### config.mk
export PLATFORM = sky130hd
export DESIGN_NAME = mc_cmd_top
export DESIGN_NICKNAME = d
export VERILOG_FILES = /design/src/mc_pkg.sv /design/src/mc_request_queue.sv /design/src/mc_page_table.sv /design/src/mc_cmd_scheduler.sv /design/src/mc_cmd_top.sv
export SDC_FILE = /design/constraint.sdc
export NUM_CORES = 1
export LEC_CHECK = 0
export ABC_AREA = 1
export ABC_CLOCK_PERIOD_IN_PS = 3000
export BUFFER_PORTS_ARGS = -buffer_cell sky130_fd_sc_hd__buf_4
export CAP_MARGIN = 20
export CORE_MARGIN = 1.5
export CORE_UTILIZATION = 54
export CTS_BUF_LIST = sky130_fd_sc_hd__clkbuf_4 sky130_fd_sc_hd__clkbuf_8
export DETAILED_ROUTE_END_ITERATION = 8
export GPL_TIMING_DRIVEN = 0
export PLACE_DENSITY = 0.72
export REMOVE_ABC_BUFFERS = 1
export SKIP_LAST_GASP = 1
export SYNTH_ARGS = -nofsm -noshare
export SYNTH_HDL_FRONTEND = slang
export SYNTH_SLANG_ARGS = --single-unit
### constraint.sdc
create_clock -name clk -period 3 [get_ports clk]
set_input_delay 0.15 -clock clk [delete_from_list [all_inputs] [get_ports clk]]
set_output_delay 0.15 -clock clk [all_outputs]
set_load 0.02 [all_outputs]
### src/mc_pkg.sv
/*
 * DRAM command path, shared definitions
 * address widths and typedefs for bank, row and column,
 * plus the command encoding seen on the command output
 */

package mc_pkg;

    ////////////////////////////////////////////////////////////////////////////
    // address widths
    ////////////////////////////////////////////////////////////////////////////

    localparam int BANK_WIDTH = 3;  // bank group + bank
    localparam int ROW_WIDTH  = 16;
    localparam int COL_WIDTH  = 10;

    // every bank address is tracked in the page table
    localparam int NUM_BANKS = 1 << BANK_WIDTH;

    ////////////////////////////////////////////////////////////////////////////
    // address types
    ////////////////////////////////////////////////////////////////////////////

    typedef logic [BANK_WIDTH-1:0] bank_t;
    typedef logic [ROW_WIDTH-1:0]  row_t;
    typedef logic [COL_WIDTH-1:0]  col_t;

    ////////////////////////////////////////////////////////////////////////////
    // dram commands
    ////////////////////////////////////////////////////////////////////////////

    typedef enum logic [2:0] {
        CMD_NOP = 3'd0,  // idle slot
        CMD_PRE = 3'd1,  // close the open row of a bank
        CMD_ACT = 3'd2,  // open a row
        CMD_RD  = 3'd3,  // column read
        CMD_WR  = 3'd4   // column write
    } dram_cmd_e;

endpackage

### src/mc_request_queue.sv
/*
 * Request queue
 * four-phase req/ack intake in front of an in-order FIFO;
 * one entry is written per handshake, the oldest entry is
 * presented to the scheduler and dropped on a pop
 */

`timescale 1ns/1ps

module mc_request_queue #(
    parameter int QUEUE_DEPTH = 4
) (
    input  logic          clk,
    input  logic          i_reset,
    // requester side
    input  logic          i_req,
    input  logic          i_req_write,
    input  mc_pkg::bank_t i_req_bank,
    input  mc_pkg::row_t  i_req_row,
    input  mc_pkg::col_t  i_req_col,
    output logic          o_ack,
    // scheduler side
    input  logic          i_pop,
    output logic          o_valid,
    output logic          o_write,
    output mc_pkg::bank_t o_bank,
    output mc_pkg::row_t  o_row,
    output mc_pkg::col_t  o_col
);

    localparam int PTR_W = (QUEUE_DEPTH > 1) ? $clog2(QUEUE_DEPTH) : 1;
    localparam int CNT_W = $clog2(QUEUE_DEPTH + 1);

    logic             req_q;  // sampled i_req
    logic             ack_q;
    logic             push;
    logic             full;
    logic [PTR_W-1:0] wr_ptr;
    logic [PTR_W-1:0] rd_ptr;
    logic [CNT_W-1:0] count;

    // entry storage
    logic          mem_write [QUEUE_DEPTH];
    mc_pkg::bank_t mem_bank  [QUEUE_DEPTH];
    mc_pkg::row_t  mem_row   [QUEUE_DEPTH];
    mc_pkg::col_t  mem_col   [QUEUE_DEPTH];

    ////////////////////////////////////////////////////////////////////////////
    // handshake
    ////////////////////////////////////////////////////////////////////////////

    assign full = (count == CNT_W'(QUEUE_DEPTH));
    assign push = req_q && !ack_q && !full;  // held off while full

    always_ff @(posedge clk) begin
        if (i_reset) begin
            req_q <= 1'b0;
            ack_q <= 1'b0;
        end else begin
            req_q <= i_req;
            if (push)
                ack_q <= 1'b1;
            else if (!req_q)
                ack_q <= 1'b0;  // requester has dropped i_req
        end
    end

    assign o_ack = ack_q;

    ////////////////////////////////////////////////////////////////////////////
    // fifo
    ////////////////////////////////////////////////////////////////////////////

    always_ff @(posedge clk) begin
        if (i_reset) begin
            wr_ptr <= '0;
            rd_ptr <= '0;
            count  <= '0;
        end else begin
            if (push)
                wr_ptr <= (wr_ptr == PTR_W'(QUEUE_DEPTH - 1)) ? '0 : wr_ptr + 1'b1;
            if (i_pop)
                rd_ptr <= (rd_ptr == PTR_W'(QUEUE_DEPTH - 1)) ? '0 : rd_ptr + 1'b1;
            case ({push, i_pop})
                2'b10:   count <= count + 1'b1;
                2'b01:   count <= count - 1'b1;
                default: count <= count;
            endcase
        end
    end

    // fields are stable while i_req is high
    always_ff @(posedge clk) begin
        if (push) begin
            mem_write[wr_ptr] <= i_req_write;
            mem_bank[wr_ptr]  <= i_req_bank;
            mem_row[wr_ptr]   <= i_req_row;
            mem_col[wr_ptr]   <= i_req_col;
        end
    end

    assign o_valid = (count != '0);
    assign o_write = mem_write[rd_ptr];
    assign o_bank  = mem_bank[rd_ptr];
    assign o_row   = mem_row[rd_ptr];
    assign o_col   = mem_col[rd_ptr];

    // scheduler only pops an entry it has been shown
    a_pop_not_empty: assert property (@(posedge clk) disable iff (i_reset)
        i_pop |-> o_valid)
        else $error("queue popped while empty");

    // fill level never passes the depth
    a_no_write_full: assert property (@(posedge clk) disable iff (i_reset)
        count <= CNT_W'(QUEUE_DEPTH))
        else $error("queue written while full");

endmodule

### src/mc_page_table.sv
/*
 * Page table
 * open flag and open row for every bank; lookups answer
 * in the same cycle, updates take effect at the next edge
 */

`timescale 1ns/1ps

module mc_page_table (
    input  logic          clk,
    input  logic          i_reset,
    // lookup
    input  mc_pkg::bank_t i_lookup_bank,
    output logic          o_open,
    output mc_pkg::row_t  o_open_row,
    // update after PRE or ACT
    input  logic          i_upd_valid,
    input  logic          i_upd_open,
    input  mc_pkg::bank_t i_upd_bank,
    input  mc_pkg::row_t  i_upd_row
);

    logic [mc_pkg::NUM_BANKS-1:0] open_q;
    mc_pkg::row_t                 row_q [mc_pkg::NUM_BANKS];

    // all banks start precharged
    always_ff @(posedge clk) begin
        if (i_reset)
            open_q <= '0;
        else if (i_upd_valid)
            open_q[i_upd_bank] <= i_upd_open;
    end

    // row is only meaningful while the flag is set
    always_ff @(posedge clk) begin
        if (i_upd_valid && i_upd_open)
            row_q[i_upd_bank] <= i_upd_row;
    end

    assign o_open     = open_q[i_lookup_bank];
    assign o_open_row = row_q[i_lookup_bank];

    ////////////////////////////////////////////////////////////////////////////
    // checks on the scheduler's updates
    ////////////////////////////////////////////////////////////////////////////

    a_act_closed_bank: assert property (@(posedge clk) disable iff (i_reset)
        (i_upd_valid && i_upd_open) |-> !open_q[i_upd_bank])
        else $error("ACT to a bank that is already open");

    a_pre_open_bank: assert property (@(posedge clk) disable iff (i_reset)
        (i_upd_valid && !i_upd_open) |-> open_q[i_upd_bank])
        else $error("PRE to a bank that is already closed");

endmodule

### src/mc_cmd_scheduler.sv
/*
 * Command scheduler
 * turns the head request into PRE / ACT / CAS depending on
 * the bank's page state; holds tRP and tRCD between commands
 * and pops the request together with its CAS
 */

`timescale 1ns/1ps

module mc_cmd_scheduler #(
    parameter int T_RP  = 4,
    parameter int T_RCD = 3
) (
    input  logic              clk,
    input  logic              i_reset,
    // head of the request queue
    input  logic              i_valid,
    input  logic              i_write,
    input  mc_pkg::bank_t     i_bank,
    input  mc_pkg::row_t      i_row,
    input  mc_pkg::col_t      i_col,
    output logic              o_pop,
    // page table
    output mc_pkg::bank_t     o_lookup_bank,
    input  logic              i_open,
    input  mc_pkg::row_t      i_open_row,
    output logic              o_upd_valid,
    output logic              o_upd_open,
    output mc_pkg::bank_t     o_upd_bank,
    output mc_pkg::row_t      o_upd_row,
    // command output
    output logic              o_cmd_valid,
    output mc_pkg::dram_cmd_e o_cmd,
    output mc_pkg::bank_t     o_cmd_bank,
    output mc_pkg::row_t      o_cmd_row,
    output mc_pkg::col_t      o_cmd_col
);

    localparam int T_MAX   = (T_RP > T_RCD) ? T_RP : T_RCD;
    localparam int TIMER_W = (T_MAX > 1) ? $clog2(T_MAX) : 1;

    typedef enum logic [1:0] {
        ST_IDLE,      // waiting for a head request
        ST_WAIT_PRE,  // PRE issued, counting tRP
        ST_WAIT_ACT,  // ACT issued, counting tRCD
        ST_GAP        // CAS on the bus, pop in flight
    } state_e;

    state_e              state_q;
    state_e              state_d;
    logic [TIMER_W-1:0]  timer_q;
    logic [TIMER_W-1:0]  timer_d;

    logic                issue;
    mc_pkg::dram_cmd_e   issue_cmd;
    logic                row_hit;
    logic                pop_q;

    mc_pkg::dram_cmd_e   cmd_q;
    logic                cmd_valid_q;
    mc_pkg::bank_t       cmd_bank_q;
    mc_pkg::row_t        cmd_row_q;
    mc_pkg::col_t        cmd_col_q;

    // the head is the only request looked at
    assign o_lookup_bank = i_bank;
    assign row_hit       = i_open && (i_open_row == i_row);

    ////////////////////////////////////////////////////////////////////////////
    // next state
    ////////////////////////////////////////////////////////////////////////////

    always_comb begin
        state_d     = state_q;
        timer_d     = timer_q;
        issue       = 1'b0;
        issue_cmd   = mc_pkg::CMD_NOP;
        o_upd_valid = 1'b0;
        o_upd_open  = 1'b0;

        case (state_q)
            ST_IDLE: begin
                if (i_valid) begin
                    issue = 1'b1;
                    if (row_hit) begin
                        issue_cmd = i_write ? mc_pkg::CMD_WR : mc_pkg::CMD_RD;
                        state_d   = ST_GAP;
                    end else if (!i_open) begin
                        issue_cmd   = mc_pkg::CMD_ACT;
                        o_upd_valid = 1'b1;
                        o_upd_open  = 1'b1;
                        timer_d     = TIMER_W'(T_RCD - 1);
                        state_d     = ST_WAIT_ACT;
                    end else begin
                        issue_cmd   = mc_pkg::CMD_PRE;  // other row open
                        o_upd_valid = 1'b1;
                        timer_d     = TIMER_W'(T_RP - 1);
                        state_d     = ST_WAIT_PRE;
                    end
                end
            end

            ST_WAIT_PRE: begin
                if (timer_q == '0) begin
                    issue       = 1'b1;
                    issue_cmd   = mc_pkg::CMD_ACT;
                    o_upd_valid = 1'b1;
                    o_upd_open  = 1'b1;
                    timer_d     = TIMER_W'(T_RCD - 1);
                    state_d     = ST_WAIT_ACT;
                end else begin
                    timer_d = timer_q - 1'b1;
                end
            end

            ST_WAIT_ACT: begin
                if (timer_q == '0) begin
                    issue     = 1'b1;
                    issue_cmd = i_write ? mc_pkg::CMD_WR : mc_pkg::CMD_RD;
                    state_d   = ST_GAP;
                end else begin
                    timer_d = timer_q - 1'b1;
                end
            end

            default: begin
                state_d = ST_IDLE;  // queue advances this cycle
            end
        endcase
    end

    assign o_upd_bank = i_bank;
    assign o_upd_row  = i_row;

    ////////////////////////////////////////////////////////////////////////////
    // registers
    ////////////////////////////////////////////////////////////////////////////

    always_ff @(posedge clk) begin
        if (i_reset) begin
            state_q     <= ST_IDLE;
            timer_q     <= '0;
            cmd_valid_q <= 1'b0;
            cmd_q       <= mc_pkg::CMD_NOP;
            pop_q       <= 1'b0;
        end else begin
            state_q     <= state_d;
            timer_q     <= timer_d;
            cmd_valid_q <= issue;
            cmd_q       <= issue_cmd;
            // pop goes out in the same cycle as the CAS
            pop_q       <= issue && (state_d == ST_GAP);
        end
    end

    // address fields, don't care for a NOP
    always_ff @(posedge clk) begin
        cmd_bank_q <= i_bank;
        cmd_row_q  <= i_row;
        cmd_col_q  <= i_col;
    end

    assign o_pop       = pop_q;
    assign o_cmd_valid = cmd_valid_q;
    assign o_cmd       = cmd_q;
    assign o_cmd_bank  = cmd_bank_q;
    assign o_cmd_row   = cmd_row_q;
    assign o_cmd_col   = cmd_col_q;

    a_valid_not_nop: assert property (@(posedge clk) disable iff (i_reset)
        o_cmd_valid |-> (o_cmd != mc_pkg::CMD_NOP))
        else $error("command valid with CMD_NOP");

endmodule

### src/mc_cmd_top.sv
/*
 * DRAM command path, top level
 * request queue -> scheduler with page table -> command bus
 */

`timescale 1ns/1ps

module mc_cmd_top #(
    parameter int QUEUE_DEPTH = 4,
    parameter int T_RP        = 4,
    parameter int T_RCD       = 3
) (
    input  logic              clk,
    input  logic              i_reset,
    // request port, four-phase
    input  logic              i_req,
    input  logic              i_req_write,
    input  mc_pkg::bank_t     i_req_bank,
    input  mc_pkg::row_t      i_req_row,
    input  mc_pkg::col_t      i_req_col,
    output logic              o_ack,
    // command bus
    output logic              o_cmd_valid,
    output mc_pkg::dram_cmd_e o_cmd,
    output mc_pkg::bank_t     o_cmd_bank,
    output mc_pkg::row_t      o_cmd_row,
    output mc_pkg::col_t      o_cmd_col
);

    // queue head
    logic          q_valid;
    logic          q_write;
    mc_pkg::bank_t q_bank;
    mc_pkg::row_t  q_row;
    mc_pkg::col_t  q_col;
    logic          q_pop;

    // page table
    mc_pkg::bank_t lookup_bank;
    logic          page_open;
    mc_pkg::row_t  page_row;
    logic          upd_valid;
    logic          upd_open;
    mc_pkg::bank_t upd_bank;
    mc_pkg::row_t  upd_row;

    mc_request_queue #(
        .QUEUE_DEPTH (QUEUE_DEPTH)
    ) u_queue (
        .clk         (clk),
        .i_reset     (i_reset),
        .i_req       (i_req),
        .i_req_write (i_req_write),
        .i_req_bank  (i_req_bank),
        .i_req_row   (i_req_row),
        .i_req_col   (i_req_col),
        .o_ack       (o_ack),
        .i_pop       (q_pop),
        .o_valid     (q_valid),
        .o_write     (q_write),
        .o_bank      (q_bank),
        .o_row       (q_row),
        .o_col       (q_col)
    );

    mc_cmd_scheduler #(
        .T_RP  (T_RP),
        .T_RCD (T_RCD)
    ) u_sched (
        .clk           (clk),
        .i_reset       (i_reset),
        .i_valid       (q_valid),
        .i_write       (q_write),
        .i_bank        (q_bank),
        .i_row         (q_row),
        .i_col         (q_col),
        .o_pop         (q_pop),
        .o_lookup_bank (lookup_bank),
        .i_open        (page_open),
        .i_open_row    (page_row),
        .o_upd_valid   (upd_valid),
        .o_upd_open    (upd_open),
        .o_upd_bank    (upd_bank),
        .o_upd_row     (upd_row),
        .o_cmd_valid   (o_cmd_valid),
        .o_cmd         (o_cmd),
        .o_cmd_bank    (o_cmd_bank),
        .o_cmd_row     (o_cmd_row),
        .o_cmd_col     (o_cmd_col)
    );

    mc_page_table u_pages (
        .clk           (clk),
        .i_reset       (i_reset),
        .i_lookup_bank (lookup_bank),
        .o_open        (page_open),
        .o_open_row    (page_row),
        .i_upd_valid   (upd_valid),
        .i_upd_open    (upd_open),
        .i_upd_bank    (upd_bank),
        .i_upd_row     (upd_row)
    );

endmodule

Yosys cells after proc, flatten, opt, wreduce, memory -nomap -nowiden
Memories as Yosys holds them, arrays and structs flattened. A register that Yosys moved wholly into a read port is not among the register bits.
Index checks and enable logic that the tools add are counted.

word-level totals
  word-level logic and storage cells = 102
  memories = 5
  memory bits (writable) = 248
  bits of input ports = 33
  bits in registers = 45

operators by class
  eq/ne operators = 13
  add/subtract/negate cells = 5
  mux-type cells = 49
  $lt $le $gt $ge = 2
  reductions and logical operators = 15

memory list
  name               depth  bits a word  read ports  clocked after memory_dff  write ports  RTL line                RTL
  u_pages.row_q      8      16           1           0                         1            mc_page_table.sv:24     mc_pkg::row_t row_q [mc_pkg::NUM_BANKS];
  u_queue.mem_row    4      16           1           1                         1            mc_request_queue.sv:45  mc_pkg::row_t mem_row [QUEUE_DEPTH];
  u_queue.mem_col    4      10           1           1                         1            mc_request_queue.sv:46  mc_pkg::col_t mem_col [QUEUE_DEPTH];
  u_queue.mem_bank   4      3            1           1                         1            mc_request_queue.sv:44  mc_pkg::bank_t mem_bank [QUEUE_DEPTH];
  u_queue.mem_write  4      1            1           1                         1            mc_request_queue.sv:43  logic mem_write [QUEUE_DEPTH];

operators with widths
  kind                   number
  $mux W2                19
  $eq A16 B16 Y1         1
  $mux W1                16
  $mux W3                4
  $pmux W2 S3            2
  $eq A2 B2 Y1 const B   5
  $pmux W3 S3            1
  $bwmux W8              1
  $ne A2 B2 Y1 const B   4
  $logic_and A1 B1 Y1    6
  $pmux W1 S2            3
  $pmux W3 S2            1
  $reduce_bool A3 Y1     2
  $add A2 B1 Y2 const B  2
  $eq A2 B1 Y1 const B   2
  $logic_not A2 Y1       2
  $lt A3 B4 Y1 const B   1
  $reduce_and A4 Y1      1
  $add A3 B1 Y3 const B  1
  $bmux W1 S3            1
  $demux W1 S3           1
  $eq A3 B3 Y1 const B   1
  $ge A3 B1 Y1 const B   1
  $sub A3 B1 Y3 const B  1
  4 further kinds        5

Depth between registers and ports, before layout
  depth after elaboration = 9
  depth in mapped cells = 24

Cells and area by module
A second synthesis with hierarchy kept.

second synthesis, totals
  cells, all modules = 1211
  area, all modules = 12776.0 um^2

by module, submodules not included
  module            instances  area each (um^2)  cells an instance
  mc_page_table     1          6074.6            643
  mc_request_queue  1          5062.4            365
  mc_cmd_scheduler  1          1639.1            203

Worst setup path before layout
OpenSTA, ideal clock, no wires.

  path kind = reg2reg
  start = reg with a tool-made name
  end = mem u_pages.row_q[0][0] in the netlist's numbering (enable)
  stages on the path, launching flop included = 16
  library setup time = 364 ps
  required time = 2636 ps
  arrival time = 2201 ps
  setup slack = 435 ps
  path buffers = 2
  path through = dfxtp_1 > buf_6 > inv_4 > nand2_2 > nand3_2 > nand2_4 > inv_4 > buf_6 > nand2_1 > inv_2 > a22o_1 > clkinv_1 > nand4_2 > o21ai_2 > nand2_1 > inv_1

RTL lines
  item       RTL line
  to (decl)  mc_page_table.sv:24

==> flow_metrics.env <==
export IMPL_slew_violations=0
export IMPL_port_buffers=66
export IMPL_ios=67
export IMPL_power_density_mw_per_mm2=699
export IMPL_critical_path_class="register to register"
export IMPL_synth_top_area_share_pct=59.2
export IMPL_yosysTopAreaCell="edfxtp_1"
export IMPL_yosys_top_cells_area="edfxtp_1 59%, nand2_1 9.2%, dfxtp_1 9.1%, nor2_1 2.7%, inv_1 2.7%"
export IMPL_min_delay_start="i_req_row[11]"
export IMPL_crit_required_ns=3.48
export IMPL_tightest_slew_ns=0.827
export IMPL_synth_area_mm2=0.0126
export IMPL_gp_congestion=0.812
export IMPL_drt_iter0_drc=675
export IMPL_power_leakage_nw=6.06
export IMPL_hpwl_um=14400
export IMPL_final_util_pct=67.9
export IMPL_die_area_mm2=0.0242
export IMPL_clkTransAtPathRegs_ns=0.06
export IMPL_ys_ff_latch=305
export IMPL_grt_pass1_wl_um=43100
export IMPL_drc=0
export IMPL_cts_root_buf="clkbuf_8"
export IMPL_grt_max_degree=45
export IMPL_wl_per_cell_um=17.7
export IMPL_end_kind="register"
export IMPL_syn_instance_count=1124
export IMPL_viasPerCell=5.32
export IMPL_start_util_pct=55.4
export IMPL_rsz0062_at_grt="true"
export IMPL_fmax_mhz=351
export IMPL_fillers=1637
export IMPL_detail_route_antenna_nets=0
export IMPL_dieHeight_um=156
export IMPL_rows=55
export IMPL_cts_sinks=305
export IMPL_dp_cells=1437
export IMPL_maxCapViolCount=0
export IMPL_cts_htree_levels=2
export IMPL_vias=8543
export IMPL_worst_r2r_endpoint="u_pages.open_q[7]$_SDFFE_PP0P_"
export IMPL_hp_class="input port to register"
export IMPL_cts_buffers=48
export IMPL_setup_violations_final=0
export IMPL_yosysWarnings=0
export IMPL_grt_pass1_vias=8306
export IMPL_drt_met1_wl_um=11700
export IMPL_slowest_delay_ns=0.40
export IMPL_top_layer="met4"
export IMPL_wirelength_um=28400
export IMPL_clockBufferDepth=3
export IMPL_multi_input_area_mm2=0.00365
export IMPL_antenna_found_initial=0
export IMPL_worstHoldEndpoint="u_queue.mem_row[1][11]$_DFFE_PP_"
export IMPL_overflow=0
export IMPL_synth_seq_area_share_pct=68.3
export IMPL_dieWidth_um=156
export IMPL_area_sequential_mm2=0.00860
export IMPL_synthDistinctLibCells=42
export IMPL_final_cells=1606
export IMPL_cts_tree="done"
export IMPL_path_cells="buf_4 -> buf_8 -> or2_2 -> a32oi_2 -> inv_2 -> o21ai_1 -> nand2_1 -> nor2_1 -> nand2_1 -> nor2_4 -> nand3_2 -> nand2_2 -> nand2_4 -> nand2_1 -> nand2_1 -> a21oi_1"
export IMPL_synthToLayoutAreaGrowth_pct=22.6
export IMPL_drive_gt1_share_pct=20.8
export IMPL_grt_usage_pct=23.3
export IMPL_worst_path_most_repeated_cell="nand2_1"
export IMPL_final_hold_viol_count=0
export IMPL_outcome="completed"
export IMPL_cp_num_buf_inv=3
export IMPL_arrival_ns=3.33
export IMPL_maxSlewHeadroom_pct=44.8
export IMPL_whs_path_depth=2
export IMPL_nets=1329
export IMPL_skew_ns=0.0262
export IMPL_diodes=0
export IMPL_worstSkewPairLatency_ns=0.56
export IMPL_slowest_stage="dfxtp_4"
export IMPL_power_mw=10.8
export IMPL_start_kind="register"
export IMPL_path_max_fanout=22
export IMPL_fin_crit_ns=2.85
export IMPL_wl_met3_um=1980
export IMPL_ff2ff_path_depth=16
export IMPL_drt_pre_antenna_iters=6
export IMPL_met2_length_um=13900
export IMPL_crit_family="simple AND/OR/NAND/NOR gates"
export IMPL_peakVddDrop_mv=0.444
export IMPL_r2r_setup_slack_ns=0.15
export IMPL_syn_mean_instance_area_um2=11.2
export IMPL_fin_crit_sh_pct=94.9
export IMPL_core_area_mm2=0.0227
==> metal layers <==
layer	up-vias	track usage, %
met5	-	0
met4	0	9.48
met3	67	4.53
met2	300	39.5
met1	4048	29.5
li1	4128	-
==> where the power goes <==
group / switching [mW] / internal, mW / total, mW
clock: 1.61 / 2.02 / 3.63
sequential: 0.101 / 4.92 / 5.02
combinational: 1.39 / 0.735 / 2.12
total: 3.10 / 7.67 / 10.8
==> cells in the mapped netlist, drive strengths merged <==
master   number
a31oi         2
a32oi        14
dfxtp        57
ha           13
edfxtp      248
nand3b       31
nand3        65
o2bb2ai       2
nand4         2
a211oi        2
buf          30
o21a          1
nor3          2
clkbuf       12
a21oi        21
clkinv        3
o21ai        49
inv         102
or2          42
nand2       314
o22ai        12
o211ai        1
nor2         97
fa            1
a22o          1
==> timing repair <==
action | CTS | global route
pin swaps | 4 | 10
endpoints found under the hold margin | 134 | 0
setup endpoints to repair | 145 | 142
gates resized for setup | 29 | 32
hold buffers | 33 | 0
buffers inserted | 30 | 5
cloned | 7 | 5
==> through the flow <==
| stage | setup WS, ns | setup TNS [ns] | hold slack, ns | instance area [um2] |
|---|---|---|---|---|
| CTS | 0.0280 | 0 | 0.298 | 15200 |
| global placement | -3.40 | -540.93 | 0.349 | 13100 |
| finish | 0.153 | 0 | 0.335 | 15400 |
| floorplan | -1.19 | -163.94 | 0.219 | 12300 |
| detailed placement | -2.82 | -382.27 | 0.352 | 13300 |
| global route | -0.0204 | -0.0290 | 0.326 | 15400 |
==> worst max-delay path by stage <==
stage,cells past startpoint,from,slack (ns),end
global placement,13,register,-3.40,u_pages.row_q[7][6]$_DFFE_PP_
floorplan,13,register,-1.19,u_pages.row_q[0][0]$_DFFE_PP_
detailed placement,13,register,-2.82,u_pages.row_q[7][6]$_DFFE_PP_
finish,16,register,0.15,u_pages.open_q[7]$_SDFFE_PP0P_
CTS,14,register,0.03,u_pages.row_q[7][4]$_DFFE_PP_
global route,20,register,-0.02,u_sched.state_q[1]$_SDFF_PP0_
==> cell type report <==
type	instances	share of cell area, %
sequential	305	55.7
multi-input combinational	683	23.7
timing repair buffer	138	8.75
clock buffer	69	5.55
inverter	105	2.94
tap	285	2.31
clock inverter	20	0.957
timing repair inverter	1	0.0568
==> registers in the layout, summed over array words and instances, names as in the netlist, 4 cells and up, named ones only <==
name and flops:
u_queue.mem_row 64, u_queue.mem_write 4, u_queue.mem_bank 12, u_sched.o_cmd_row 16
u_queue.mem_col 40, u_pages.row_q 128, u_sched.o_cmd_col 10, u_pages.open_q 8
==> cells in the final DEF (no fill, tap or decap), drive strengths merged <==
cell type	Yosys	routed
nand3b	31	31
nand4	2	2
a211oi	2	2
a21oi	21	21
nand3	65	69
clkinv	3	18
edfxtp	248	248
o22ai	12	12
o211ai	1	1
a31oi	2	2
buf	30	105
clkinvlp	0	10
fa	1	1
nand2	314	318
nor3	2	2
o21a	1	1
clkbuf	12	69
o21ai	49	50
inv	102	96
a22o	1	1
bufinv	0	2
ha	13	13
a32oi	14	14
or2	42	42
nor2	97	99
dfxtp	57	57
o2bb2ai	2	2
dlygate4sd3	0	33
==> cells by family after synthesis <==
group / count (synthesis) / share of synthesized area [%]
adder cells (fa/ha/maj): 14 / 1.45
buffers and inverters: 147 / 5.45
AND/OR/NAND/NOR: 553 / 19.7
flip-flops: 305 / 68.3
AO/OA/AOI/OAI: 105 / 5.06
No activity file was read; power rests on OpenSTA's default activity.
